`src/hw/fetch_settings.svh`:
```
`ifndef FETCH_SETTINGS_SVH
`define FETCH_SETTINGS_SVH

// program counter width, two bytes hi:lo
`define FETCH_PC_WIDTH 16

// program memory index bits
// 1024 words, indexed by the low bits of pc
`define FETCH_PROG_ADDR_BITS 10

// derived word count, handy for loops over the memory
`define FETCH_PROG_WORDS (1 << `FETCH_PROG_ADDR_BITS)

`endif

```
`src/hw/isa_pkg.sv`:
```
`default_nettype none

package isa_pkg;

  // opcode byte encodings
  // anything not listed runs as a nop
  typedef enum logic [7:0] {
    OP_NOP     = 8'h00,
    OP_SETHI   = 8'h01,
    OP_JMPLO   = 8'h02,
    OP_JMPLONG = 8'h03,
    OP_HALT    = 8'hFF
  } opcode_e;

  // one program word, opcode in the upper byte
  typedef struct packed {
    opcode_e    opcode;
    logic [7:0] operand;
  } instr_t;

  // decoder output, one-hot kind flags
  // all flags low means nop
  typedef struct packed {
    logic       is_sethi;
    logic       is_jmplo;
    logic       is_jmplong;
    logic       is_halt;
    logic [7:0] operand;
    // whole word, kept for retire reporting
    instr_t     raw;
  } decoded_t;

endpackage : isa_pkg

`default_nettype wire

```
`src/hw/fetch_pkg.sv`:
```
`default_nettype none

package fetch_pkg;

  // sequencer states
  // every instruction goes fetch, load, exec
  typedef enum logic [1:0] {
    ST_IDLE  = 2'd0,
    ST_FETCH = 2'd1,
    ST_LOAD  = 2'd2,
    ST_EXEC  = 2'd3
  } ctrl_state_e;

  // counter controls from the sequencer
  // strobes act at the next edge
  typedef struct packed {
    // advance by one
    logic       inc;
    // replace low byte only
    logic       local_jump;
    // hi from high temp, lo from operand
    logic       long_jump;
    // capture operand into high temp
    logic       hitmp_load;
    // jump target low byte or new high temp
    logic [7:0] operand;
  } pc_ctrl_t;

endpackage : fetch_pkg

`default_nettype wire

```
`src/hw/fetch_ctrl.sv`:
```
`timescale 1ns/1ps
`default_nettype none

`include "fetch_settings.svh"

module fetch_ctrl
  import isa_pkg::*;
  import fetch_pkg::*;
(
  input  wire logic                       clk,
  input  wire logic                       reset,
  input  wire logic                       run,
  input  wire decoded_t                   decoded,
  input  wire logic [`FETCH_PC_WIDTH-1:0] pc,
  output logic                            rd_en,
  output logic                            ir_load,
  output pc_ctrl_t                        pc_ctrl,
  output logic                            retire,
  output logic [`FETCH_PC_WIDTH-1:0]      retire_pc,
  output instr_t                          retire_instr,
  output logic                            done,
  output logic                            busy
);

  ctrl_state_e state_q;
  ctrl_state_e state_d;
  logic        exec;
  logic        is_jump;

  // state register
  always_ff @(posedge clk)
  begin
    if (reset)
    begin
      state_q <= ST_IDLE;
    end
    else
    begin
      state_q <= state_d;
    end
  end

  // next state
  // run only matters in idle, halt drops back there
  always_comb
  begin
    state_d = state_q;
    case (state_q)
      ST_IDLE:  state_d = run ? ST_FETCH : ST_IDLE;
      ST_FETCH: state_d = ST_LOAD;
      ST_LOAD:  state_d = ST_EXEC;
      ST_EXEC:  state_d = decoded.is_halt ? ST_IDLE : ST_FETCH;
      default:  state_d = ST_IDLE;
    endcase
  end

  assign exec    = (state_q == ST_EXEC);
  assign is_jump = decoded.is_jmplo | decoded.is_jmplong;

  // memory read issued in fetch, word captured in load
  assign rd_en   = (state_q == ST_FETCH);
  assign ir_load = (state_q == ST_LOAD);

  // exactly one counter action per exec
  // halt leaves pc alone so a rerun repeats it
  assign pc_ctrl.inc        = exec & ~is_jump & ~decoded.is_halt;
  assign pc_ctrl.local_jump = exec & decoded.is_jmplo;
  assign pc_ctrl.long_jump  = exec & decoded.is_jmplong;
  assign pc_ctrl.hitmp_load = exec & decoded.is_sethi;
  assign pc_ctrl.operand    = decoded.operand;

  // pc still points at this instruction during exec
  assign retire       = exec;
  assign retire_pc    = pc;
  assign retire_instr = decoded.raw;
  assign done         = exec & decoded.is_halt;
  assign busy         = (state_q != ST_IDLE);

  // counter only moves at the end of an instruction
  // so the fetched address is the one retired
  a_pc_held: assert property (
    @(posedge clk) disable iff (reset)
    (state_q == ST_LOAD || state_q == ST_EXEC) |-> $stable(pc)
  );

endmodule : fetch_ctrl

`default_nettype wire

```
`config.mk`:
```
export PLATFORM = sky130hd
export DESIGN_NAME = fetch_ctrl
export DESIGN_NICKNAME = d
export VERILOG_FILES = /design/src/hw/isa_pkg.sv /design/src/hw/fetch_pkg.sv /design/src/hw/fetch_ctrl.sv
export VERILOG_INCLUDE_DIRS = /design/src /design/src/hw
export SDC_FILE = /design/constraint.sdc
export NUM_CORES = 1
export LEC_CHECK = 0
export ABC_AREA = 1
export BUFFER_PORTS_ARGS = -buffer_cell sky130_fd_sc_hd__buf_2
export CAP_MARGIN = 40
export CORE_AREA = 2 2 48 50
export DETAILED_ROUTE_END_ITERATION = 12
export DIE_AREA = 0 0 50 52
export PLACE_DENSITY = 0.77
export SLEW_MARGIN = 0
export SYNTH_ARGS = -nofsm -noshare
export SYNTH_HDL_FRONTEND = slang
export SYNTH_SLANG_ARGS = --single-unit
export TNS_END_PERCENT = 5
```
`constraint.sdc`:
```
create_clock -name clk -period 1.3 [get_ports clk]
set_input_delay 0.195 -clock clk [delete_from_list [all_inputs] [get_ports clk]]
set_output_delay 0.195 -clock clk [all_outputs]
set_load 0.01 [all_outputs]
```
==> metrics.csv <==
stage;metric;value;unit
clock_tree;clkLatencyLatePin;0.22;ns
grt;wire_length_of_the_first_global_routing_pass;979;um
sta;skew;0.000837;ns
cells_and_area;biggest_register;state_q;
pwr;internal-power;300;uW
worst_setup_path;r2r_end;state_q[0];
grt;grt_overflow;0;
yosys;synth_edf_count;0;
sta;top_achievable_clock_speed;815;MHz
sta;final-hold-violation-count;0;
sta;timing_max_transition_violations_final;0;
grt;top_usage_layer;met4;
cells_and_area;area_taken_by_flip_flops_and_latches;42.5;um2
pwr;p_sw_share;40.7;%
pwr;part_of_the_total_power_dissipated_in_sequential_elements;24.0;%
clock_tree;clock_buffers_created_by_tritoncts;3;
sta;period_needed;1.23;ns
yosys;synth.yosys.warnings;0;
yosys;yosys.area.top_type_share;60.5;%
worst_setup_path;timing.critical_path.max_delay_family;flip-flops;
cells_and_area;largestRegisters;state_q: 2 flops;
floorplan;die_h;52;um
pwr;fin_total_pwr;505;uW
worst_setup_path;criticalPathCategory;flip-flop to primary output;
yosys;post_synthesis_sequential_area_ratio;8.06;%
pwr;leakage_power_summed_over_all_cells;0.000223;uW
worst_setup_path;rr_startpoint;state_q[0];
worst_setup_path;worst_path_most_repeated_cell;inv_1;
placed_design;dp_hpwl;581;um
worst_setup_path;worst-r2r-setup-slack;0.28;ns
yosys;netlist_instances;71;
clock_tree;cts.root.buffer_cell;clkbuf_4;
pwr;maximum_resistive_drop_on_vdd;0.000546;V
worst_setup_path;timing.critical_path.slowest_cell_delay;0.36;ns
clock_tree;count_of_hold_buffers_inserted_by_post_cts_repair;0;
grt;grt_met3_usage;5.46;%
floorplan;coreArea;0.00211;mm2
floorplan;core.rowCount;17;
yosys;synth.ff_latch_count;2;
clock_tree;path_clk_slew;0.03;ns
drt;vias_per_cell;3.22;
worst_setup_path;worstPathCellList;inv_1, ha_1, inv_1, buf_2;
grt;first_global_vias;229;
worst_hold_path;worst_hold_path.endpoint;state_q[1];
worst_setup_path;reg2reg_depth;6;
worst_hold_path;whs_path_depth;2;
drt;detailroute.via_count;248;
yosys;ys.flop_type;dfxtp_1;
sta;grt_setup_unrepaired;no;
pwr;combPwrFrac;49.5;%
placed_design;port_buffer_count;15;
worst_setup_path;path_max_fanout;3;
worst_setup_path;startpoint_type;flip-flop;
clock_tree;cts.sinks;2;
worst_hold_path;hold_path_class;primary input to flip-flop;
drt;drt_iter0_markers;2;
floorplan;chipWidth;50;um
sta;final-setup-viol-count;0;
yosys;synth.cell_area;497;um2
cells_and_area;fillers;248;
pwr;share_clk_of_total_power;26.5;%
worst_hold_path;min_from;reset;
yosys;yosys.cell_types.count;8;
floorplan;floorplan.die_area;0.00260;mm2
cells_and_area;nNetsFinal;103;
floorplan;design.portCount;96;
worst_setup_path;worst_setup_path_startpoint;state_q[0];
yosys;async_flop_share;0;%
floorplan;effective_utilization_at_floorplan;23.6;%
drt;drc_errors;0;
grt;track_usage;4.99;%
worst_setup_path;cp.arrival;1.03;ns
cells_and_area;final_core_util;16.3;%
grt;met2_usage;5.70;%
yosys;yosys-top-cells-area;buf_4 (60%), ha_1 (13%), dfxtp_1 (8.1%);
yosys;syn_nets;123;
placed_design;gp_congestion;0.733;
worst_setup_path;critical-path-slowest-cell;dfxtp_2;
sta;worstMarginPinSlew;0.116;ns
clock_tree;tritoncts;built;
grt;grt_antenna_before_repair;0;
yosys;synthMostInstantiatedCell;buf_4;
pwr;power.switching;205;uW
yosys;synth.largest_area_cell;buf_4;
sta;final_min_period_over_clock_period;94.4;%
drt;count_of_tritonroute_iterations_in_the_first_routing_pass;2;
cells_and_area;final_layout_size_suffix_gt1_share;44.9;%
cells_and_area;areaGrowthSynthToFinish;-30.7;%
sta;maxSlewHeadroom;92.3;%
drt;drt-total-wl;698;um
drt;detail-route-antenna-nets;0;
worst_setup_path;timing.critical_path.buf_inv;3;
worst_setup_path;cp_data_required_time;1.11;ns
job;drv.max_cap_violation_count;0;
worst_setup_path;crit_path_end_kind;primary output;
clock_tree;clock_tree.buffer_depth;2;
cells_and_area;multi_input_comb_area;128;um2
yosys;syn_avg_cell_area;7.00;um2
cells_and_area;antennaDiodeCount;0;
pwr;power-per-cell-area;1470;mW/mm2
grt;globalRouteMet1Util;3.97;%
yosys;synth_top_cells_by_count;buf_4 (40), inv_1 (10), nand2_1 (6), nor2_1 (6), ha_1 (5);
cells_and_area;number_of_flip_flops_in_the_largest_register;2;
clock_tree;cts-htree-levels;1;
run_status;status;finished, final reports clean;
grt;grt_start_max_net_pins;8;
drt;post_drt_wl_per_cell;9.06;um
==> power groups by stage <==
stage	sequential, uW	clock, uW	combinational, uW
2_1_floorplan	101	0	295
3_3_place_gp	103	0	247
3_5_place_dp	105	0	248
4_1_cts	105	144	251
5_1_grt	125	154	291
6_report	121	134	250
==> per-layer routing <==
metal  vias up  part of all wire (%)  routed length [um]
li1        121                     -                   -
met1        94                    31                 217
met2        19                    41                 286
met3        14                    19                 133
met4         0                   8.7                  61
met5         -                     0                   0
==> worst reg2reg max path: stages, from the launching register on <==
cell and delay [ns]:
dfxtp_2 0.36, inv_1 0.09, ha_1 0.20, inv_1 0.07, nand2_1 0.05, nor2_1 0.09
nor2_1 0.05
==> kinds of logic (layout without fill, tap and decap cells) <==
group,after synthesis,after routing,share of synthesized area [%]
adder cells (fa/ha/maj),5,5,12.6
flip-flops,2,2,8.06
AND/OR/NAND/NOR,12,12,9.07
buffers and inverters,51,29,68.8
AO/OA/AOI/OAI,1,1,1.51
==> worst max path at each step <==
stage | cells past startpoint | end | slack, ns
3_3_place_gp | 4 | pc_ctrl[11] | 0.21
2_1_floorplan | 3 | pc_ctrl[11] | 0.21
6_report | 4 | busy | 0.07
3_5_place_dp | 4 | pc_ctrl[11] | 0.19
5_1_grt | 4 | busy | 0.005
4_1_cts | 4 | pc_ctrl[11] | -0.007
==> cell usage in the layout (no fill, tap or decap), drive strengths merged <==
master  synthesis  final
o21bai          1      1
nor2            6      6
inv            11     11
clkbuf          0      3
ha              5      5
dfxtp           2      2
nand2           6      6
buf            40     15
==> through the flow <==
step	hold WS, ns	setup slack, ns	setup TNS (ns)	cells	instance area, um2
finish	0.140	0.0733	0	77	344
global route	0.136	0.00508	0	77	344
CTS	0.140	-0.00655	-0.00655	77	332
detailed placement	0.376	0.187	0	74	307
global placement	0.375	0.209	0	74	307
floorplan	0.266	0.214	0	71	497
==> cell type report <==
| cell class | instances | share of cell area [%] |
|---|---|---|
| Clock buffer | 3 | 6.55 |
| Tap cell | 28 | 10.2 |
| Inverter | 11 | 12.0 |
| Multi-Input combinational cell | 18 | 37.1 |
| Timing Repair Buffer | 15 | 21.8 |
| Sequential cell | 2 | 12.4 |
==> timing repair <==
item | CTS | global route
setup buffers | 0 | 0
pin swaps | 0 | 0
endpoints found under the setup margin | 5 | 7
gates resized for setup | 1 | 3
Power figures use the tool's default switching activity.
