### src/hw/fetch_settings.svh
`ifndef FETCH_SETTINGS_SVH
`define FETCH_SETTINGS_SVH

// program counter width, two bytes hi:lo
`define FETCH_PC_WIDTH 16

// program memory index bits
// 1024 words, indexed by the low bits of pc
`define FETCH_PROG_ADDR_BITS 10

// derived word count, handy for loops over the memory
`define FETCH_PROG_WORDS (1 << `FETCH_PROG_ADDR_BITS)

`endif

### src/hw/isa_pkg.sv
`default_nettype none

package isa_pkg;

  // opcode byte encodings
  // anything not listed runs as a nop
  typedef enum logic [7:0] {
    OP_NOP     = 8'h00,
    OP_SETHI   = 8'h01,
    OP_JMPLO   = 8'h02,
    OP_JMPLONG = 8'h03,
    OP_HALT    = 8'hFF
  } opcode_e;

  // one program word, opcode in the upper byte
  typedef struct packed {
    opcode_e    opcode;
    logic [7:0] operand;
  } instr_t;

  // decoder output, one-hot kind flags
  // all flags low means nop
  typedef struct packed {
    logic       is_sethi;
    logic       is_jmplo;
    logic       is_jmplong;
    logic       is_halt;
    logic [7:0] operand;
    // whole word, kept for retire reporting
    instr_t     raw;
  } decoded_t;

endpackage : isa_pkg

`default_nettype wire

### src/hw/instr_decoder.sv
`timescale 1ns/1ps
`default_nettype none

module instr_decoder
  import isa_pkg::*;
(
  input  wire logic   clk,
  input  wire logic   reset,
  input  wire logic   ir_load,
  input  wire instr_t instr,
  output decoded_t    decoded
);

  // instruction register
  instr_t ir_q;

  always_ff @(posedge clk)
  begin
    if (reset)
    begin
      // comes up holding a nop
      ir_q.opcode  <= OP_NOP;
      ir_q.operand <= 8'h00;
    end
    else if (ir_load)
    begin
      ir_q <= instr;
    end
  end

  // opcode decode off the held word
  // valid the cycle after ir_load
  always_comb
  begin
    decoded            = '0;
    decoded.operand    = ir_q.operand;
    decoded.raw        = ir_q;
    case (ir_q.opcode)
      OP_SETHI:   decoded.is_sethi   = 1'b1;
      OP_JMPLO:   decoded.is_jmplo   = 1'b1;
      OP_JMPLONG: decoded.is_jmplong = 1'b1;
      OP_HALT:    decoded.is_halt    = 1'b1;
      // nop and undefined codes, no flag
      default:    decoded.is_halt    = 1'b0;
    endcase
  end

  // captured word must come from loaded memory
  a_known_word: assert property (
    @(posedge clk) disable iff (reset)
    ir_load |-> !$isunknown(instr)
  );

endmodule : instr_decoder

`default_nettype wire

### config.mk
export PLATFORM = sky130hd
export DESIGN_NAME = instr_decoder
export DESIGN_NICKNAME = d
export VERILOG_FILES = /design/src/hw/fetch_settings.svh /design/src/hw/isa_pkg.sv /design/src/hw/instr_decoder.sv
export SDC_FILE = /design/constraint.sdc
export NUM_CORES = 1
export LEC_CHECK = 0
export BUFFER_PORTS_ARGS = -buffer_cell sky130_fd_sc_hd__buf_2
export CORE_MARGIN = 4
export CORE_UTILIZATION = 45
export CTS_BUF_LIST = sky130_fd_sc_hd__clkbuf_4
export CTS_CLUSTER_SIZE = 8
export DETAILED_ROUTE_END_ITERATION = 10
export HOLD_SLACK_MARGIN = 0.06
export PLACE_DENSITY = 0.86
export RECOVER_POWER = 100
export SLEW_MARGIN = 25
export SYNTH_ARGS = -nofsm -noshare
export SYNTH_HDL_FRONTEND = slang
export SYNTH_SLANG_ARGS = --single-unit
### constraint.sdc
create_clock -name clk -period 2.6 [get_ports clk]
set_clock_uncertainty 0.1 [all_clocks]
set_input_delay 0.52 -clock clk [delete_from_list [all_inputs] [get_ports clk]]
set_output_delay 0.52 -clock clk [all_outputs]
set_load 0.01 [all_outputs]
==> results by group, run 1 <==
Route
  – Post-DRT Antenna Nets: 0
  – Vias: 589
  – Drt pass-1 iters: 4
  – DR vias/cell: 4.79
  – Routed len/inst: about 13 um
  – Met3 Wirelength: 115 um
  – Met1 Routed Length: 628 um
  – DR top layer: met4
  – WL met2: 840 um
  – DRC: 0
  – Routed wire length: 1610 um
  – DRT iter0 DRCs: 16

Yosys
  – Top cells by area, synth: dfxtp_1 (46%), mux2i_1 (23%), buf_4 (9.7%)
  – Synth warn: 0
  – Post-Synthesis Cells: 70
  – Mapped Nets: 89
  – Mapped Area: 694 um^2
  – Mean Syn Cell Area: 9.92 um^2
  – Main combinational cell family by area after synthesis: multiplexers
  – Compound-cell area share of the yosys netlist: 0%
  – Synth Area in Simple Gates: 19.3%
  – Sequential fraction of the synthesis area: 46.1%
  – Yosys reg bits: 16
  – Synth Area in Adders: 0%
  – Post-synth top area share: 46.1%
  – Post-synthesis xor/xnor area fraction: 0%
  – Post-synth cell types: 14
  – Mux cell area share after synthesis: 23.1%
  – Leading area contributor after synthesis: dfxtp_1

Clock tree
  – CTS tree: done
  – Post-CTS Setup Inserts: 0
  – Post-CTS Hold Fix Bufs: 0
  – Clk buf depth: 2
  – H-tree depth: 1
  – Number of buffers created by CTS: 3
  – Clock root buffer: clkbuf_4
  – Num Clock Sinks: 16
  – Resized cells post-CTS: 0
  – Worst-path clk slew: ~0.080 ns
  – Clk_lat worst skew: 0.27 ns

Power
  – Max VDD drop: 0.000370 V
  – PwrDens: 563 nW/um^2
  – Clock group share of total power: between 20% and 30%
  – Combinational cell fraction of total power: 17.0%
  – Sequential share of power: 57.1%
  – Leak: around 0.00038 uW
  – Int Pwr: 353 uW
  – Sw Pwr: 127 uW
  – Switching share of power: 26.5%

Placed design
  – Dpl cell area: 863 um^2
  – Pre-CTS setup slack: 0.713 ns
  – DP HPWL: 1290 um
  – Routability congestion estimate: 0.789
  – PortBufs: 46

Timing
  – Min Tclk post-route: 2.20 ns
  – Slew margin rel.: 29.1%
  – Count of endpoints failing setup in the final report: 0
  – Final Hold Fails: 0
  – Worst Tran Pin Value: between 1 and 1.5 ns
  – Fmax achieved: approximately 0.45 GHz
  – Slew Limit Fails: 0
  – RSZ-0062 raised after global routing: false
  – Worst hold margin: roughly 0.38 ns
  – Final period util: about 85%
  – Setup tns final: 0 ns
  – Setup ws final: 0.398 ns

Flow run
  – Maxcap violations: 0

Layout
  – Area delta synth->final: 22.9%
  – Share of layout cells above drive strength 1: 21.3%
  – Final Cell Area: between 800 and 900 um^2
  – Final #Nets: about 130
  – # diodes: 0
  – Largest register FFs: 16

Worst setup path
  – Reg2Reg Setup Slack: 1.76 ns
  – Slowest cell on crit path: or4_4
  – Critical Path Source Type: flop
  – R2R cell count: 2
  – Critical Path Source: decoded[11]
  – Crit path arrival time: 1.58 ns
  – CP endpoint: decoded[26]
  – Reg2reg start: decoded[10]
  – Crit Path Category: reg2out
  – CP Capture Type: primary output
  – Crit path largest cell delay: 0.56 ns
  – Critical path fanouts, max: 4
  – CP Cell Sequence: or4_4, nor4_2, clkbuf_1
  – Req. time, crit path: 1.98 ns
  – Capturing point of the worst reg2reg path: decoded[10]

Die
  – Die area: about 2200 um^2
  – Core area: 1380 um^2
  – Width of the die: 47.3 um
  – Die height: ~47 um
  – Num rows: 13
  – Initial Util: approximately half
  – Ports: 47

Global routing
  – Remaining global-route overflow: 0
  – Initial antenna violation count: 0
  – Vias in the first global route: between 500 and 600
  – Gr usage total: 15.7%
  – Largest net degree at the start of global routing: 17
  – Global-route wire length before repair: 2480 um

Status
  – Status: completed

Worst hold path
  – Hold Crit Class: in2reg
-- metal layers --
layer  GRT usage [%]  up-vias
met3            3.45        4
met1            17.7      260
met4            9.39        0
met5               0        -
met2            26.7       21
li1                -      304
-- placed cells by master, fill, tap and decap left out --
| cell type | n |
|---|---|
| clkbuf_1 | 29 |
| nor3_1 | 1 |
| nand2b_1 | 2 |
| dfxtp_1 | 16 |
| nand4_1 | 1 |
| clkinv_1 | 1 |
| or4_4 | 1 |
| buf_2 | 17 |
| nor4_2 | 2 |
| nand2_1 | 2 |
| clkbuf_4 | 3 |
| nor4_1 | 1 |
| nor2_1 | 16 |
| mux2i_1 | 16 |
-- power by group through the flow --
stage / registers (uW) / logic [uW] / clock network, uW
final: 274 / 81.7 / 124
after CTS: 274 / 89.1 / 130
after detailed placement: 279 / 88.8 / 0
after floorplan: 285 / 52.0 / 0
after global placement: 277 / 86.8 / 0
after global routing: 277 / 90.2 / 142
-- worst min path at each step --
stage | endpoint | slack [ns] | startpoint | cells past startpoint
6_report | decoded[14] | 0.38 | instr[14] | 3
5_1_grt | decoded[6] | 0.39 | instr[6] | 3
4_1_cts | decoded[14] | 0.38 | instr[14] | 3
3_5_place_dp | decoded[7] | 0.40 | decoded[7] | 2
3_3_place_gp | decoded[6] | 0.39 | decoded[6] | 2
2_1_floorplan | decoded[0] | 0.44 | decoded[0] | 2
-- metrics by stage --
stage	instances	total power [uW]	utilization (%)
2_1_floorplan	70	337	-
3_3_place_gp	119	364	62.4
3_5_place_dp	119	368	62.4
4_1_cts	123	492	64.3
5_1_grt	123	509	61.7
6_report	123	480	61.7
-- cells by family (layout without fill, tap and decap cells) --
family,after synthesis,in the layout
buffers and inverters,12,50
DFF,16,16
muxes,16,16
and+or+nand+nor,26,26
-- critical path, delay by kind of cell, from the launching register on --
kind	cells	cell delay, ns
AND/OR/NAND/NOR	2	0.78
buffers and inverters	1	0.18
flip-flops	1	0.34
-- final cells by class --
type / instances / area (um^2)
fillers: 142 / 529
flip-flops and latches: 16 / 320
multi-input cells: 42 / 294
repair buffers: 46 / 194
clock buffers: 3 / 22.5
well taps: 15 / 18.8
clock inverters: 1 / 3.75
-- cells in the mapped netlist --
cell type  number
buf_4           9
or4_4           1
mux2i_1        16
clkbuf_1        1
buf_1           1
nand2b_1        2
nor4_2          2
nor3_1          1
buf_2           1
nand2_1         2
nor4_1          1
nor2_1         16
nand4_1         1
dfxtp_1        16
Power figures use the tool's default switching activity.
==> run 2, diff against run 1 <==
--- a/config.mk
+++ b/config.mk
@@ -7,12 +7,12 @@
 export LEC_CHECK = 0
 export BUFFER_PORTS_ARGS = -buffer_cell sky130_fd_sc_hd__buf_2
 export CORE_MARGIN = 4
-export CORE_UTILIZATION = 45
+export CORE_UTILIZATION = 42
 export CTS_BUF_LIST = sky130_fd_sc_hd__clkbuf_4
 export CTS_CLUSTER_SIZE = 8
 export DETAILED_ROUTE_END_ITERATION = 10
 export HOLD_SLACK_MARGIN = 0.06
-export PLACE_DENSITY = 0.86
+export PLACE_DENSITY = 0.81
 export RECOVER_POWER = 100
 export SLEW_MARGIN = 25
 export SYNTH_ARGS = -nofsm -noshare
==> constraint.sdc (replaced) <==
create_clock -name clk -period 2.2 [get_ports clk]
set_clock_uncertainty 0.1 [all_clocks]
set_input_delay 0.44 -clock clk [delete_from_list [all_inputs] [get_ports clk]]
set_output_delay 0.44 -clock clk [all_outputs]
set_load 0.01 [all_outputs]
==> results by group, run 2 (synthesis gave the netlist of run 1 again) <==
Timing
  – Count of endpoints failing setup in the final report: 0 (unchanged)
  – Slew Limit Fails: 0 (unchanged)
  – Final period util: 95.5%
  – Min Tclk post-route: 2.10 ns
  – Slew margin rel.: 26.6% (-2.5 points)
  – Fmax achieved: 0.476 GHz
  – Setup tns final: 0 ns (unchanged)
  – Worst Tran Pin Value: 1.10 ns (+0.0371 ns)
  – Final Hold Fails: 0 (unchanged)
  – Worst hold margin: 0.286 ns (-0.0957 ns)
  – RSZ-0062 raised after global routing: false

Placed design
  – PortBufs: 46 (unchanged)
  – Routability congestion estimate: 0.717 (-9.2%)
  – Dpl cell area: 865 um^2 (+0.14%)
  – Total placed cells including tap cells: 120 (+0.84%)
  – DP HPWL: 1170 um (-9.4%)

Worst setup path
  – Critical path fanouts, max: 4 (unchanged)
  – CP Cell Sequence: or4_4, nor4_2, clkbuf_1
  – Crit path arrival time: 1.56 ns (-0.02 ns)
  – Slowest cell on crit path: or4_4
  – CP Capture Type: primary output
  – Crit Path Category: reg2out
  – Buf/Inv on CP: 1 (unchanged)
  – Req. time, crit path: 1.66 ns (-0.32 ns)
  – Critical Path Source Type: flop
  – CP top delay family: simple AND/OR/NAND/NOR gates
  – Crit path largest cell delay: 0.56 ns (about the same)

Clock tree
  – Post-CTS Setup Inserts: 0 (unchanged)
  – Post-CTS Hold Fix Bufs: 0 (unchanged)
  – Resized cells post-CTS: 0 (unchanged)
  – H-tree depth: 1 (unchanged)
  – Clk buf depth: 2 (unchanged)
  – Num Clock Sinks: 16 (unchanged)
  – Worst-path clk slew: 0.09 ns (about the same)
  – Number of buffers created by CTS: 3 (unchanged)
  – Clock root buffer: clkbuf_4
  – Clk_lat worst skew: 0.28 ns (about the same)
  – CTS tree: done

Route
  – Routed len/inst: 12.2 um (-6.8%)
  – Post-DRT Antenna Nets: 0 (unchanged)
  – DR vias/cell: 4.89 (+2.0%)
  – Routed wire length: 1500 um (-6.8%)
  – DRC: 0 (unchanged)
  – Drt pass-1 iters: 2 (-2)
  – Vias: 601 (+2.0%)
  – DRT iter0 DRCs: 2 (-14)

Layout
  – Area delta synth->final: 22.7%
  – # fillers: 163 (+15%)
  – Register Area: 320 um^2 (unchanged)
  – Share of layout cells above drive strength 1: 22.4% (+1.1 points)
  – Final Cell Area: 852 um^2 (-0.15%)
  – # diodes: 0 (unchanged)
  – Layout Cells excl Fill: 123 (unchanged)
  – Commonest non-fill, non-tap cell in the layout: clkbuf_1
  – Final #Nets: 128 (unchanged)
  – Multi-input gate area: 294 um^2 (unchanged)
  – Largest register FFs: 16 (unchanged)
  – Most frequent cells in the layout: clkbuf_1 (28), buf_2 (18), mux2i_1 (16), nor2_1 (16), dfxtp_1 (16)

Global routing
  – Initial antenna violation count: 0 (unchanged)
  – Remaining global-route overflow: 0 (unchanged)
  – Global-route wire length before repair: 2530 um (+1.9%)
  – Gr usage total: 13.3% (-2.4 points)
  – Largest net degree at the start of global routing: 17 (unchanged)
  – Vias in the first global route: 593 (+0.85%)

Power
  – Leak: 0.000386 uW (+0.70%)
  – Int Pwr: 415 uW (+18%)
  – Combinational cell fraction of total power: 16.9% (about the same)
  – Total power: 569 uW (+19%)
  – Clock group share of total power: 26.4% (+0.6 points)
  – Sw Pwr: 154 uW (+21%)
  – Max VDD drop: 0.000324 V (-13%)
  – Switching share of power: 27.1% (+0.53 points)
  – Sequential share of power: 56.8% (-0.3 points)
  – PwrDens: 668 nW/um^2 (+19%)

Status
  – Status: completed

Die
  – Width of the die: 48.7 um (+2.9%)
  – Ports: 47 (unchanged)
  – Initial Util: 45.0% (-5.2 points)
  – Die area: 2370 um^2 (+5.9%)
  – Die height: 48.7 um (+2.9%)
  – Num rows: 14 (+1)
  – Core area: 1540 um^2 (+11%)

Flow run
  – Maxcap violations: 0 (unchanged)

Worst hold path
  – Hold Crit Class: in2reg
-- run 2: cell types whose count changed in the layout (fill, tap and decap cells not counted), sizes merged --
cell	before	now
clkbuf	32	31
clkinv	1	0
buf	17	18
-- run 2: final timing paths --
path	startpoint	to	slack, ns	cells past startpoint
worst min register to register	decoded[2]	decoded[2]	0.43	2
worst max-delay path	decoded[11]	decoded[27]	0.10	3
worst min-delay path	instr[6]	decoded[6]	0.29	3
worst max register to register	decoded[14]	decoded[14]	1.36	2
-- run 2: final cells by class --
type,count,area share (%)
multi-input cells,42,34.5
clock buffers,3,2.64
repair buffers,46,22.9
well taps,16,2.35
flip-flops and latches,16,37.6
-- run 2: metrics by stage --
step | util, % | setup slack [ns]
global route | 55.3 | 0.0225
detailed placement | 56.1 | 0.413
floorplan | - | 0.396
CTS | 57.5 | 0.0935
global placement | 56.1 | 0.427
finish | 55.3 | 0.100
-- run 2: worst register-to-register path, cell delays in order (launching register included) --
cell     delay (ns)
dfxtp_1        0.44
mux2i_1        0.10
nor2_1         0.14
-- run 2: power by group through the flow --
| stage | combinational (uW) | clock [uW] | sequential [uW] |
|---|---|---|---|
| final | 96.0 | 150 | 323 |
| after floorplan | 61.5 | 0 | 336 |
| after CTS | 105 | 157 | 323 |
| after global routing | 107 | 170 | 326 |
| after global placement | 103 | 0 | 328 |
| after detailed placement | 105 | 0 | 329 |
-- run 2: metal layers --
| layer | part of all wire (%) | GRT usage [%] | routed length (um) |
|---|---|---|---|
| met3 | 5.9 | 3.68 | 88 |
| met1 | 39 | 13.1 | 586 |
| met2 | 53 | 24.1 | 797 |
| met4 | 2.1 | 8.07 | 31 |
| met5 | 0 | 0 | 0 |
