**config.mk**
```make
export PLATFORM = sky130hd
export DESIGN_NAME = program_counter
export DESIGN_NICKNAME = d
export VERILOG_FILES = /design/src/hw/fetch_pkg.sv /design/src/hw/program_counter.sv
export VERILOG_INCLUDE_DIRS = /design/src /design/src/hw
export SDC_FILE = /design/constraint.sdc
export NUM_CORES = 1
export LEC_CHECK = 0
export ABC_AREA = 1
export BUFFER_PORTS_ARGS = -buffer_cell sky130_fd_sc_hd__buf_2
export CAP_MARGIN = 20
export CORE_MARGIN = 4
export CORE_UTILIZATION = 34
export DETAILED_ROUTE_END_ITERATION = 10
export PLACE_DENSITY = 0.58
export SYNTH_ARGS = -nofsm -noshare
export SYNTH_HDL_FRONTEND = slang
export SYNTH_SLANG_ARGS = --single-unit
```
**constraint.sdc**
```tcl
create_clock -name clk -period 2.1 [get_ports clk]
set_input_delay 0.105 -clock clk [delete_from_list [all_inputs] [get_ports clk]]
set_output_delay 0.105 -clock clk [all_outputs]
set_load 0.01 [all_outputs]
```
**src/hw/fetch_settings.svh**
```systemverilog
`ifndef FETCH_SETTINGS_SVH
`define FETCH_SETTINGS_SVH

// program counter width, two bytes hi:lo
`define FETCH_PC_WIDTH 16

// program memory index bits
// 1024 words, indexed by the low bits of pc
`define FETCH_PROG_ADDR_BITS 10

// derived word count, handy for loops over the memory
`define FETCH_PROG_WORDS (1 << `FETCH_PROG_ADDR_BITS)

`endif

```
**src/hw/fetch_pkg.sv**
```systemverilog
`default_nettype none

package fetch_pkg;

  // sequencer states
  // every instruction goes fetch, load, exec
  typedef enum logic [1:0] {
    ST_IDLE  = 2'd0,
    ST_FETCH = 2'd1,
    ST_LOAD  = 2'd2,
    ST_EXEC  = 2'd3
  } ctrl_state_e;

  // counter controls from the sequencer
  // strobes act at the next edge
  typedef struct packed {
    // advance by one
    logic       inc;
    // replace low byte only
    logic       local_jump;
    // hi from high temp, lo from operand
    logic       long_jump;
    // capture operand into high temp
    logic       hitmp_load;
    // jump target low byte or new high temp
    logic [7:0] operand;
  } pc_ctrl_t;

endpackage : fetch_pkg

`default_nettype wire

```
**src/hw/program_counter.sv**
```systemverilog
`timescale 1ns/1ps
`default_nettype none

`include "fetch_settings.svh"

module program_counter
  import fetch_pkg::*;
(
  input  wire logic                       clk,
  input  wire logic                       reset,
  input  wire pc_ctrl_t                   pc_ctrl,
  output logic [`FETCH_PC_WIDTH-1:0]      pc
);

  // count register and the held high byte
  logic [`FETCH_PC_WIDTH-1:0] pc_q;
  logic [7:0]                 hitmp_q;

  // high temp byte
  // written by sethi, read only by long jump
  always_ff @(posedge clk)
  begin
    if (reset)
    begin
      hitmp_q <= 8'h00;
    end
    else if (pc_ctrl.hitmp_load)
    begin
      hitmp_q <= pc_ctrl.operand;
    end
  end

  // count update
  // jumps win over inc, though the controller never mixes them
  always_ff @(posedge clk)
  begin
    if (reset)
    begin
      pc_q <= '0;
    end
    else if (pc_ctrl.long_jump)
    begin
      // both bytes reload
      pc_q <= {hitmp_q, pc_ctrl.operand};
    end
    else if (pc_ctrl.local_jump)
    begin
      // page stays, low byte replaced
      pc_q <= {pc_q[`FETCH_PC_WIDTH-1:8], pc_ctrl.operand};
    end
    else if (pc_ctrl.inc)
    begin
      // wraps at full width
      pc_q <= pc_q + 1'b1;
    end
  end

  assign pc = pc_q;

  // sequencer issues at most one counter action per instruction
  a_one_action: assert property (
    @(posedge clk) disable iff (reset)
    $onehot0({pc_ctrl.inc, pc_ctrl.local_jump, pc_ctrl.long_jump})
  );

endmodule : program_counter

`default_nettype wire

```
==> run metrics, run 1 <==
status=completed; critical path startpoint category=register; TritonCTS buffer count=3; row cnt=22; Yosys cell types=25; initial core utilization=0.363; Post CTS Setup Buffer Count=0; Synth Net Count=226; VDD IR max=0.397 mV; HPWL Detailed=3.01 mm; Yosys warning total=0; Routed WL=3.83 mm; Clock Path Buffers=2; worst min path class=primary input to register; largest net degree at the start of global routing=15; Placed Cells=between 200 and 300; post-synth top area cell=dfxtp_1; FFs w/ async S/R, synth=0; Layout area overhead=19.2%; clock sink count=24; Post-synth top cells=35 x inv_1, 31 x nand2_1, 24 x dfxtp_1, 24 x nand3_1, 24 x nor2_1; fin crit period=around 1.4 ns; hold depth=3; Synth Cell Area=about 1400 um2; worst endpoint data arrival time=1.62 ns; Clock Skew=between 0.007 and 0.008 ns; share of the synthesized area in the top cell type=0.348; n_diodes=0; maxcap violations=0; Buffers on Ports=29; Hold Buf Count CTS=0; Worst EP required=2.31 ns; setup_tns=0 ns; count leader, synth=inv_1; Worst Hold End=hitmp_q[3]; total track usage=0.157; Detailed Routing Iterations Pass 1=4; Filler cells=423; largest cells by area after synthesis=dfxtp_1 35%, inv_1 9.5%, nand3_1 8.7%; fmax=714 MHz; Most used DFF post-synth=dfxtp_1; Power Density=655 nW/um2; RSZ-0062 raised after global routing=false; I/O pin count=30; DR WL/cell=13.3 um; Hold Startpoint=pc_ctrl[3]; Final Hold Fails=0; type of the worst setup path=register to register; final setup vio count=0; Crit. End Element=register; static leakage=0.751 nW; Reg area=480 um2; path depth of the worst reg2reg path=7; Avg Inst Size Synth=approximately 6.5 um2; first-pass GRT wire length=around 6.5 mm; H-tree depth=1; via count=1435; synthesized instance count=between 200 and 250; worst r2r dst=pc[12]; Hold Worst Slack=0.0813 ns; antenna violations before repair=0; Die Wd=71.7 um; Post-route DRC=0; layout cells sized above 1=0.183; fin crit share=0.667; initial DRC count=79; Resize count post-CTS=0; register-to-register setup slack=0.70 ns; drt via density=approximately 5; CP max FO=5; antenna viol nets, final=0; Final Max Tran Viols=0; gr ovfl total=0; Slew HR=0.797; Final Core Density=0.433; DIE AREA=5140 um2; fin nets=256; vias in the first global route=1353; final std cells w/o fill=288; Root Buffer=clkbuf_8; Core Area=3800 um2; Clk pin slew, worst setup/hold paths=approximately 0.1 ns; Placer Congestion=about 0.84; worst-margin pin slew=around 0.3 ns; R2R Path Start=pc[1]; clk_lat worst skew=0.28 ns; Yosys reg bits=24; register area share after synthesis=0.348; TritonCTS clock tree=built; area of the multi-input gates=742 um2; Post-synth EDFFs=0; Die Ht=71.7 um
-- worst max-delay path, cell delays in order, from the launching register on --
cell	delay (ns)
dfxtp_1	0.41
ha_1	0.19
nand2_1	0.08
nor2_1	0.21
nand3_1	0.11
a21oi_1	0.13
nand3_1	0.08
a21oi_1	0.13
-- state kept, by name, indices dropped and copies added (netlist names) --
register and flops:
hitmp_q 8, pc 16
-- where the power goes --
| group | internal, W | switching (W) |
|---|---|---|
| logic | 0.0000526 | 0.0000869 |
| registers | 0.000483 | 0.0000302 |
| clock network | 0.000255 | 0.000170 |
-- routing by layer --
metal	track usage	routed length, um
met1	0.224	1910
met2	0.244	1690
met3	0.0379	195
met4	0.0230	31
met5	0	0
-- how the worst max path moves through the flow --
stage | from | cells after the start | slack (ns) | endpoint
after CTS | pc[1] | 7 | 0.70 | pc[12]
after floorplan | pc[1] | 7 | 0.80 | pc[12]
after detailed placement | pc[1] | 7 | 0.72 | pc[12]
after global routing | pc[1] | 7 | 0.44 | pc[12]
after global placement | pc[1] | 8 | 0.75 | pc[6]
final | pc[1] | 7 | 0.70 | pc[12]
-- cells by family after synthesis --
group	share of synthesized area
xor gates and xnor gates	0.0190
adders and majority gates	0.00906
buffers and inverters	0.114
DFF	0.348
AOI/OAI and AO/OA	0.185
and+or+nand+nor	0.325
-- stage by stage --
stage	power, W	setup slack, ns	cell area [um2]
after floorplan	0.000603	0.799	1380
after global placement	0.000664	0.749	1570
after detailed placement	0.000664	0.724	1570
after CTS	0.00108	0.697	1650
after global routing	0.00113	0.445	1650
final	0.00108	0.699	1650
-- placed cells by master, fill, tap and decap left out --
master / count
inv_1: 35
nand2_1: 31
buf_2: 29
nor2_1: 24
nand3_1: 24
dfxtp_1: 24
o21ai_0: 23
a21oi_1: 17
nor2_4: 3
nand4_1: 3
xor2_1: 3
nor3_1: 3
clkbuf_8: 3
nand2_2: 2
a31oi_1: 2
o211ai_1: 2
buf_4: 2
nor2_2: 1
nand2_4: 1
nor3_4: 1
o21ai_1: 1
o21bai_1: 1
nand3b_1: 1
o22ai_1: 1
a21oi_2: 1
ha_1: 1
bufinv_16: 1
-- area by class of cell --
| class | count | share of cell area |
|---|---|---|
| repair buffers | 31 | 0.0973 |
| clock buffers | 3 | 0.0251 |
| well taps | 48 | 0.0365 |
| multi-input cells | 146 | 0.451 |
| flip-flops and latches | 24 | 0.292 |
| clock inverters | 1 | 0.0183 |
| inverters | 35 | 0.0798 |
(Power assumes the default switching activity.)
==> run 2, diff against run 1 <==
--- a/config.mk
+++ b/config.mk
@@ -12,7 +12,7 @@
 export CORE_MARGIN = 4
 export CORE_UTILIZATION = 34
 export DETAILED_ROUTE_END_ITERATION = 10
-export PLACE_DENSITY = 0.58
+export PLACE_DENSITY = 0.6
 export SYNTH_ARGS = -nofsm -noshare
 export SYNTH_HDL_FRONTEND = slang
 export SYNTH_SLANG_ARGS = --single-unit
==> constraint.sdc (replaced) <==
create_clock -name clk -period 1.25 [get_ports clk]
set_input_delay 0.0625 -clock clk [delete_from_list [all_inputs] [get_ports clk]]
set_output_delay 0.0625 -clock clk [all_outputs]
set_load 0.01 [all_outputs]
==> run 2 against run 1 <==
  * Critical endpoint is now pc[8]
  * Register-to-register slack got worse by 0.72 ns
  * Clock power increased by 64%
  * Die area unchanged
  * The flow now finishes with violations (negative setup slack)
  * Final area increased by 18%
  * Global-route usage increased by 0.77 points
  * Total power increased by 75%
  * Worst setup slack got worse by 0.72 ns
  * Critical path depth unchanged
  * Wire length increased by 10%
  * Core utilization increased by 7.6 points
==> run metrics, run 2 (synthesized netlist as in run 1, its figures left out) <==
status=complete, but fails checks; failing checks=negative setup slack; clk_lat worst skew=0.28 ns (about the same); Clock Skew=0.00801 ns (+0.000240 ns); row cnt=22 (unchanged); Placed Instance Area=1740 um2 (+11%); Power Density=973 nW/um2 (+49%); Routed WL=4.22 mm (+10%); Root Buffer=clkbuf_8; initial core utilization=0.363 (unchanged); layout cells sized above 1=0.350 (+0.166); initial DRC count=180 (+130%); largest net degree at the start of global routing=15 (unchanged); most frequent cells in the layout=33 x inv_1, 29 x nand2_1, 29 x buf_2; worst-margin pin slew=0.325 ns (+0.0227 ns); antenna violations before repair=0 (unchanged); fin crit period=1.27 ns (-0.130 ns); Clock Path Buffers=2 (unchanged); Layout area overhead=40.3%; Detailed Routing Iterations Pass 1=4 (unchanged); R2R Path Start=pc[0]; path depth of the worst reg2reg path=7 (unchanged); static leakage=0.913 nW (+22%); final setup vio count=3 (+3); fmax=787 MHz (+10%); Hold Worst Slack=0.0222 ns (-0.0591 ns); critical path startpoint category=register; CP max FO=3 (-2); CP cell instances=ha_4 > nand2_4 > inv_4 > nand2_4 > o21bai_1 > nand3_1 > a31oi_1; H-tree depth=1 (unchanged); TritonCTS clock tree=built; DIE AREA=5140 um2 (unchanged); maxcap violations=0 (unchanged); Core Area=3800 um2 (unchanged); VDD IR max=0.391 mV (-1.7%); design area=1940 um2 (+18%); worst min path class=primary input to register; end of the critical path=pc[8]; Die Ht=71.7 um (unchanged); worst endpoint data arrival time=1.46 ns (-0.16 ns); Crit. End Element=register; worst r2r dst=pc[8]; Crit-path slowest cell=dfxtp_2; Worst EP required=1.44 ns (-0.87 ns); Largest register FFs=16 (unchanged); Largest delay share family, worst path=flip-flops; I/O pin count=30 (unchanged); most common cell after layout, fill and taps aside=inv_1; Final Max Tran Viols=0 (unchanged); RSZ-0062 raised after global routing=true; antenna viol nets, final=0 (unchanged); gr ovfl total=0 (unchanged); clock sink count=24 (unchanged); Setup crit start=pc[0]; vias in the first global route=1421 (+5.0%); Crit path buffers/inverters=1 (+1); fin nets=282 (+10%); Placer Congestion=0.907 (+7.7%); Final WS setup=-0.0211 ns (-0.720 ns); Clk pin slew, worst setup/hold paths=0.09 ns (about the same); post-place setup slack=-0.0583 ns (-0.783 ns); TritonCTS buffer count=3 (unchanged); Final Hold Fails=0 (unchanged); drt via density=4.94 (-0.80%); type of the worst setup path=register to register; Hold Buf Count CTS=0 (unchanged); Die Wd=71.7 um (unchanged); crit-path most repeated cell=nand2_4; n_diodes=0 (unchanged); Post-route DRC=0 (unchanged); first-pass GRT wire length=6.79 mm (+4.6%); DR WL/cell=13.4 um (+0.93%); Critical Path Max Stage Delay=0.38 ns (-0.03 ns); HPWL Detailed=3.16 mm (+5.1%); Buffers on Ports=29 (unchanged); via count=1552 (+8.2%); Filler cells=376 (-11%); fin crit share=1.02 (+0.350); Critical Path Stages=7 (unchanged); register-to-register setup slack=-0.02 ns (-0.72 ns); total track usage=0.165 (+0.00775); Slew HR=0.783 (-0.0140)
[run 2: cell types whose count changed in the layout (fill, tap and decap cells not counted), sizes merged]
cell  change
buf      +26
[run 2: repair_timing]
action | in CTS | in global routing
setup buffers | 4 | 0
pin swaps | 6 | 14
cloned | 0 | 0
gates resized for setup | 18 | 13
setup endpoints to repair | 6 | 11
[run 2: how the worst min path moves through the flow]
stage | cells past startpoint | start | end
finish | 3 | pc_ctrl[3] | hitmp_q[3]
floorplan | 1 | reset | pc[8]
CTS | 3 | pc_ctrl[3] | hitmp_q[3]
global placement | 3 | pc_ctrl[3] | hitmp_q[3]
global route | 3 | pc_ctrl[3] | hitmp_q[3]
detailed placement | 3 | pc_ctrl[3] | hitmp_q[3]
[run 2: cell type report]
class / count / area (um2) / share of cell area
multi-input cells: 146 / 813 / 0.420
inverters: 35 / 134 / 0.0692
repair buffers: 57 / 363 / 0.187
flip-flops and latches: 24 / 494 / 0.255
clock buffers: 3 / 41.3 / 0.0213
well taps: 48 / 60.1 / 0.0310
clock inverters: 1 / 30.0 / 0.0155
[run 2: where the power goes]
group	total [W]	switching [W]	internal, W
logic	0.000325	0.000180	0.000145
clock network	0.000697	0.000268	0.000429
registers	0.000861	0.0000475	0.000814
[run 2: metal layers]
layer	global-route usage	part of all wire	up-vias	wire length, um
met2	0.245	0.45	57	1910
li1	-	-	801	-
met4	0.0459	0.013	0	55
met5	0	0	-	0
met3	0.0351	0.074	7	311
met1	0.239	0.46	687	1940
[run 2: stage by stage]
| step | TNS, ns | util | std cells | power (W) |
|---|---|---|---|---|
| 2_1_floorplan | 0 | - | 211 | 0.00101 |
| 3_3_place_gp | -0.0863 | 0.459 | 306 | 0.00117 |
| 3_5_place_dp | -0.191 | 0.459 | 306 | 0.00116 |
| 4_1_cts | -0.00504 | 0.502 | 314 | 0.00189 |
| 5_1_grt | -0.757 | 0.510 | 314 | 0.00197 |
| 6_report | -0.0378 | 0.510 | 314 | 0.00188 |
[run 2: worst reg2reg max path, cell delays in order (launching register included)]
cell and delay [ns]:
dfxtp_2 0.38, ha_4 0.16, nand2_4 0.08, inv_4 0.07, nand2_4 0.06, o21bai_1 0.14
nand3_1 0.11, a31oi_1 0.19
==> run 3, diff against run 2 <==
--- a/config.mk
+++ b/config.mk
@@ -9,10 +9,13 @@
 export ABC_AREA = 1
 export BUFFER_PORTS_ARGS = -buffer_cell sky130_fd_sc_hd__buf_2
 export CAP_MARGIN = 20
+export CELL_PAD_IN_SITES_DETAIL_PLACEMENT = 0
+export CELL_PAD_IN_SITES_GLOBAL_PLACEMENT = 1
 export CORE_MARGIN = 4
 export CORE_UTILIZATION = 34
+export CTS_BUF_LIST = sky130_fd_sc_hd__clkbuf_8
 export DETAILED_ROUTE_END_ITERATION = 10
-export PLACE_DENSITY = 0.6
+export PLACE_DENSITY = 0.8
 export SYNTH_ARGS = -nofsm -noshare
 export SYNTH_HDL_FRONTEND = slang
 export SYNTH_SLANG_ARGS = --single-unit
==> constraint.sdc (replaced) <==
create_clock -name clk -period 1.25 [get_ports clk]
set_input_delay 0.0625 -clock clk [delete_from_list [all_inputs] [get_ports clk]]
set_output_delay 0.0625 -clock clk [all_outputs]
set_load 0.005 [all_outputs]
==> run 3 against run 2 <==
  * The flow still finishes with violations (negative setup slack)
  * Die area is the same
  * Register-to-register slack hardly changed
  * Worst setup slack better by 0.0062 ns
  * Worst hold slack better by 0.0069 ns
  * Cell count rose by 0.32%
  * Maximum frequency grew 0.49%
  * Global-route usage increased by 0.91 points
  * Final area up 3.3%
  * Sequential share of layout area shrank 0.56 points
  * Non-clock buffer count is 1 higher
  * Total power about the same
  * Critical path type unchanged
  * Critical endpoint is now pc[14]
  * Largest power group unchanged
==> run metrics, run 3 (synthesized netlist as in run 1, its figures left out) <==
clk_lat worst skew=0.28 ns (about the same); antenna viol nets, final=0 (unchanged); Gate power share=0.167 (-0.006); Crit-path slowest cell=dfxtp_4; Hold Buf Count CTS=0 (unchanged); H-tree depth=1 (unchanged); Post-route DRC=0 (unchanged); n_diodes=0 (unchanged); via count=1570 (+1.2%); first-pass GRT wire length=7.04 mm (+3.7%); DIE AREA=5140 um2 (unchanged); Critical Path Max Stage Delay=0.39 ns (about the same); Die Wd=71.7 um (unchanged); Buffers on Ports=29 (unchanged); Largest register FFs=16 (unchanged); RSZ-0062 raised after global routing=true; sw frac=0.268 (+0.00505); Routed WL=4.40 mm (+4.2%); maxcap violations=0 (unchanged); worst r2r dst=pc[14]; Clock Skew=0.0100 ns (+0.00201 ns); type of the worst setup path=register to register; Root Buffer=clkbuf_8; status=complete, but fails checks; fin crit period=1.26 ns (-0.00619 ns); Psw=0.000505 W (+1.9%); critical path startpoint category=register; Critical Path Stages=9 (+2); clock share of power=0.380 (+0.010); total track usage=0.174 (+0.00906); gr ovfl total=0 (unchanged); overall power=0.00188 W (about the same); Final Core Density=0.526 (+0.0168); antenna violations before repair=0 (unchanged); VDD IR max=0.623 mV (+59%); register-to-register setup slack=-0.01 ns (about the same); Core Area=3800 um2 (unchanged); Final WS setup=-0.0149 ns (+0.00619 ns); most frequent cells in the layout=34 x inv_1, 29 x nand2_1, 29 x buf_2; worst endpoint data arrival time=1.48 ns (+0.02 ns); R2R Path Start=pc[1]; clock sink count=24 (unchanged); drt via density=4.98 (+0.84%); fin crit share=1.01 (-0.00496); initial DRC count=94 (-48%); worst min path class=primary input to register; path depth of the worst reg2reg path=9 (+2); fin nets=283 (+0.35%); static leakage=0.922 nW (+1.0%); initial core utilization=0.363 (unchanged); I/O pin count=30 (unchanged); DR WL/cell=14.0 um (+3.8%); Final Hold Fails=0 (unchanged); power share of the sequential group=0.453 (-0.004); end of the critical path=pc[14]; layout cells sized above 1=0.382 (+0.0324); Slew HR=0.786 (+0.00270); Clk pin slew, worst setup/hold paths=0.09 ns (about the same); TritonCTS clock tree=built; most common cell after layout, fill and taps aside=inv_1; row cnt=22 (unchanged); Crit. End Element=register; Layout area overhead=44.9%; TritonCTS buffer count=3 (unchanged); final setup vio count=1 (-2); CP cell instances=ha_4 > nand2_4 > inv_4 > nand2_4 > nor2_4 > nand2_1 > nand2_1 > nand3_2 > a21oi_2; Die Ht=71.7 um (unchanged); Detailed Routing Iterations Pass 1=4 (unchanged); Placer Congestion=0.839 (-7.5%); Setup crit start=pc[1]; HPWL Detailed=3.26 mm (+3.0%); internal power=0.00138 W (-0.68%); largest net degree at the start of global routing=17 (+2); CP max FO=5 (+2); Final Max Tran Viols=0 (unchanged); Power Density=942 nW/um2 (-3.2%); fmax=791 MHz (+0.49%); failing checks=negative setup slack; Worst EP required=1.47 ns (+0.03 ns); vias in the first global route=1448 (+1.9%); Largest delay share family, worst path=simple AND/OR/NAND/NOR gates; Clock Path Buffers=2 (unchanged); Crit path buffers/inverters=1 (unchanged); worst-margin pin slew=0.321 ns (-0.00405 ns)
run 3: how the worst min path moves through the flow:
stage | startpoint | end | slack [ns] | depth (start not counted)
final | pc_ctrl[3] | hitmp_q[3] | 0.03 | 3
after floorplan | reset | pc[8] | 0.13 | 1
after global placement | pc_ctrl[3] | hitmp_q[3] | 0.31 | 3
after detailed placement | pc_ctrl[3] | hitmp_q[3] | 0.32 | 3
after CTS | pc_ctrl[3] | hitmp_q[3] | 0.03 | 3
after global routing | pc_ctrl[3] | hitmp_q[3] | 0.03 | 3
run 3: routing by layer:
layer | GRT usage | vias up | part of all wire
li1 | - | 799 | -
met1 | 0.247 | 733 | 0.47
met2 | 0.264 | 32 | 0.46
met3 | 0.0435 | 6 | 0.056
met4 | 0.0376 | 0 | 0.010
met5 | 0 | - | 0
run 3: area by class of cell:
class                      count  area, um2
tap                           48       60.1
fill                         391       1800
timing repair buffer          58        382
multi-input combinational    146        853
sequential                    24        499
inverter                      35        134
clock buffer                   3       41.3
clock inverter                 1       30.0
run 3: worst min-delay path, stage by stage:
cell and delay [ns]:
buf_2 0.09, nor2_1 0.04, nor2_1 0.08
run 3: timing repair:
action | in CTS | in global routing
gates resized for setup | 12 | 36
hold endpoints to repair | 0 | 0
setup buffers | 2 | 2
endpoints found under the setup margin | 13 | 14
pin swaps | 1 | 18
run 3: power by group through the flow:
stage          Combinational, W  Clock (W)  Sequential (W)
2_1_floorplan          0.000133          0        0.000870
3_3_place_gp           0.000283          0        0.000865
3_5_place_dp           0.000283          0        0.000866
4_1_cts                0.000296   0.000725        0.000850
5_1_grt                0.000354   0.000747        0.000861
6_report               0.000314   0.000716        0.000854
run 3: metrics by stage:
| step | cells | setup TNS (ns) | cell area, um2 | setup slack, ns | hold slack, ns |
|---|---|---|---|---|---|
| final | 315 | -0.0149 | 2000 | -0.0149 | 0.0291 |
| after global routing | 315 | -0.680 | 2000 | -0.113 | 0.0348 |
| after CTS | 313 | 0 | 1870 | 0.00602 | 0.0286 |
| after detailed placement | 307 | -0.402 | 1750 | -0.0768 | 0.320 |
| after global placement | 307 | -0.164 | 1750 | -0.0379 | 0.314 |
| after floorplan | 211 | -0.00277 | 1380 | -0.00277 | 0.132 |
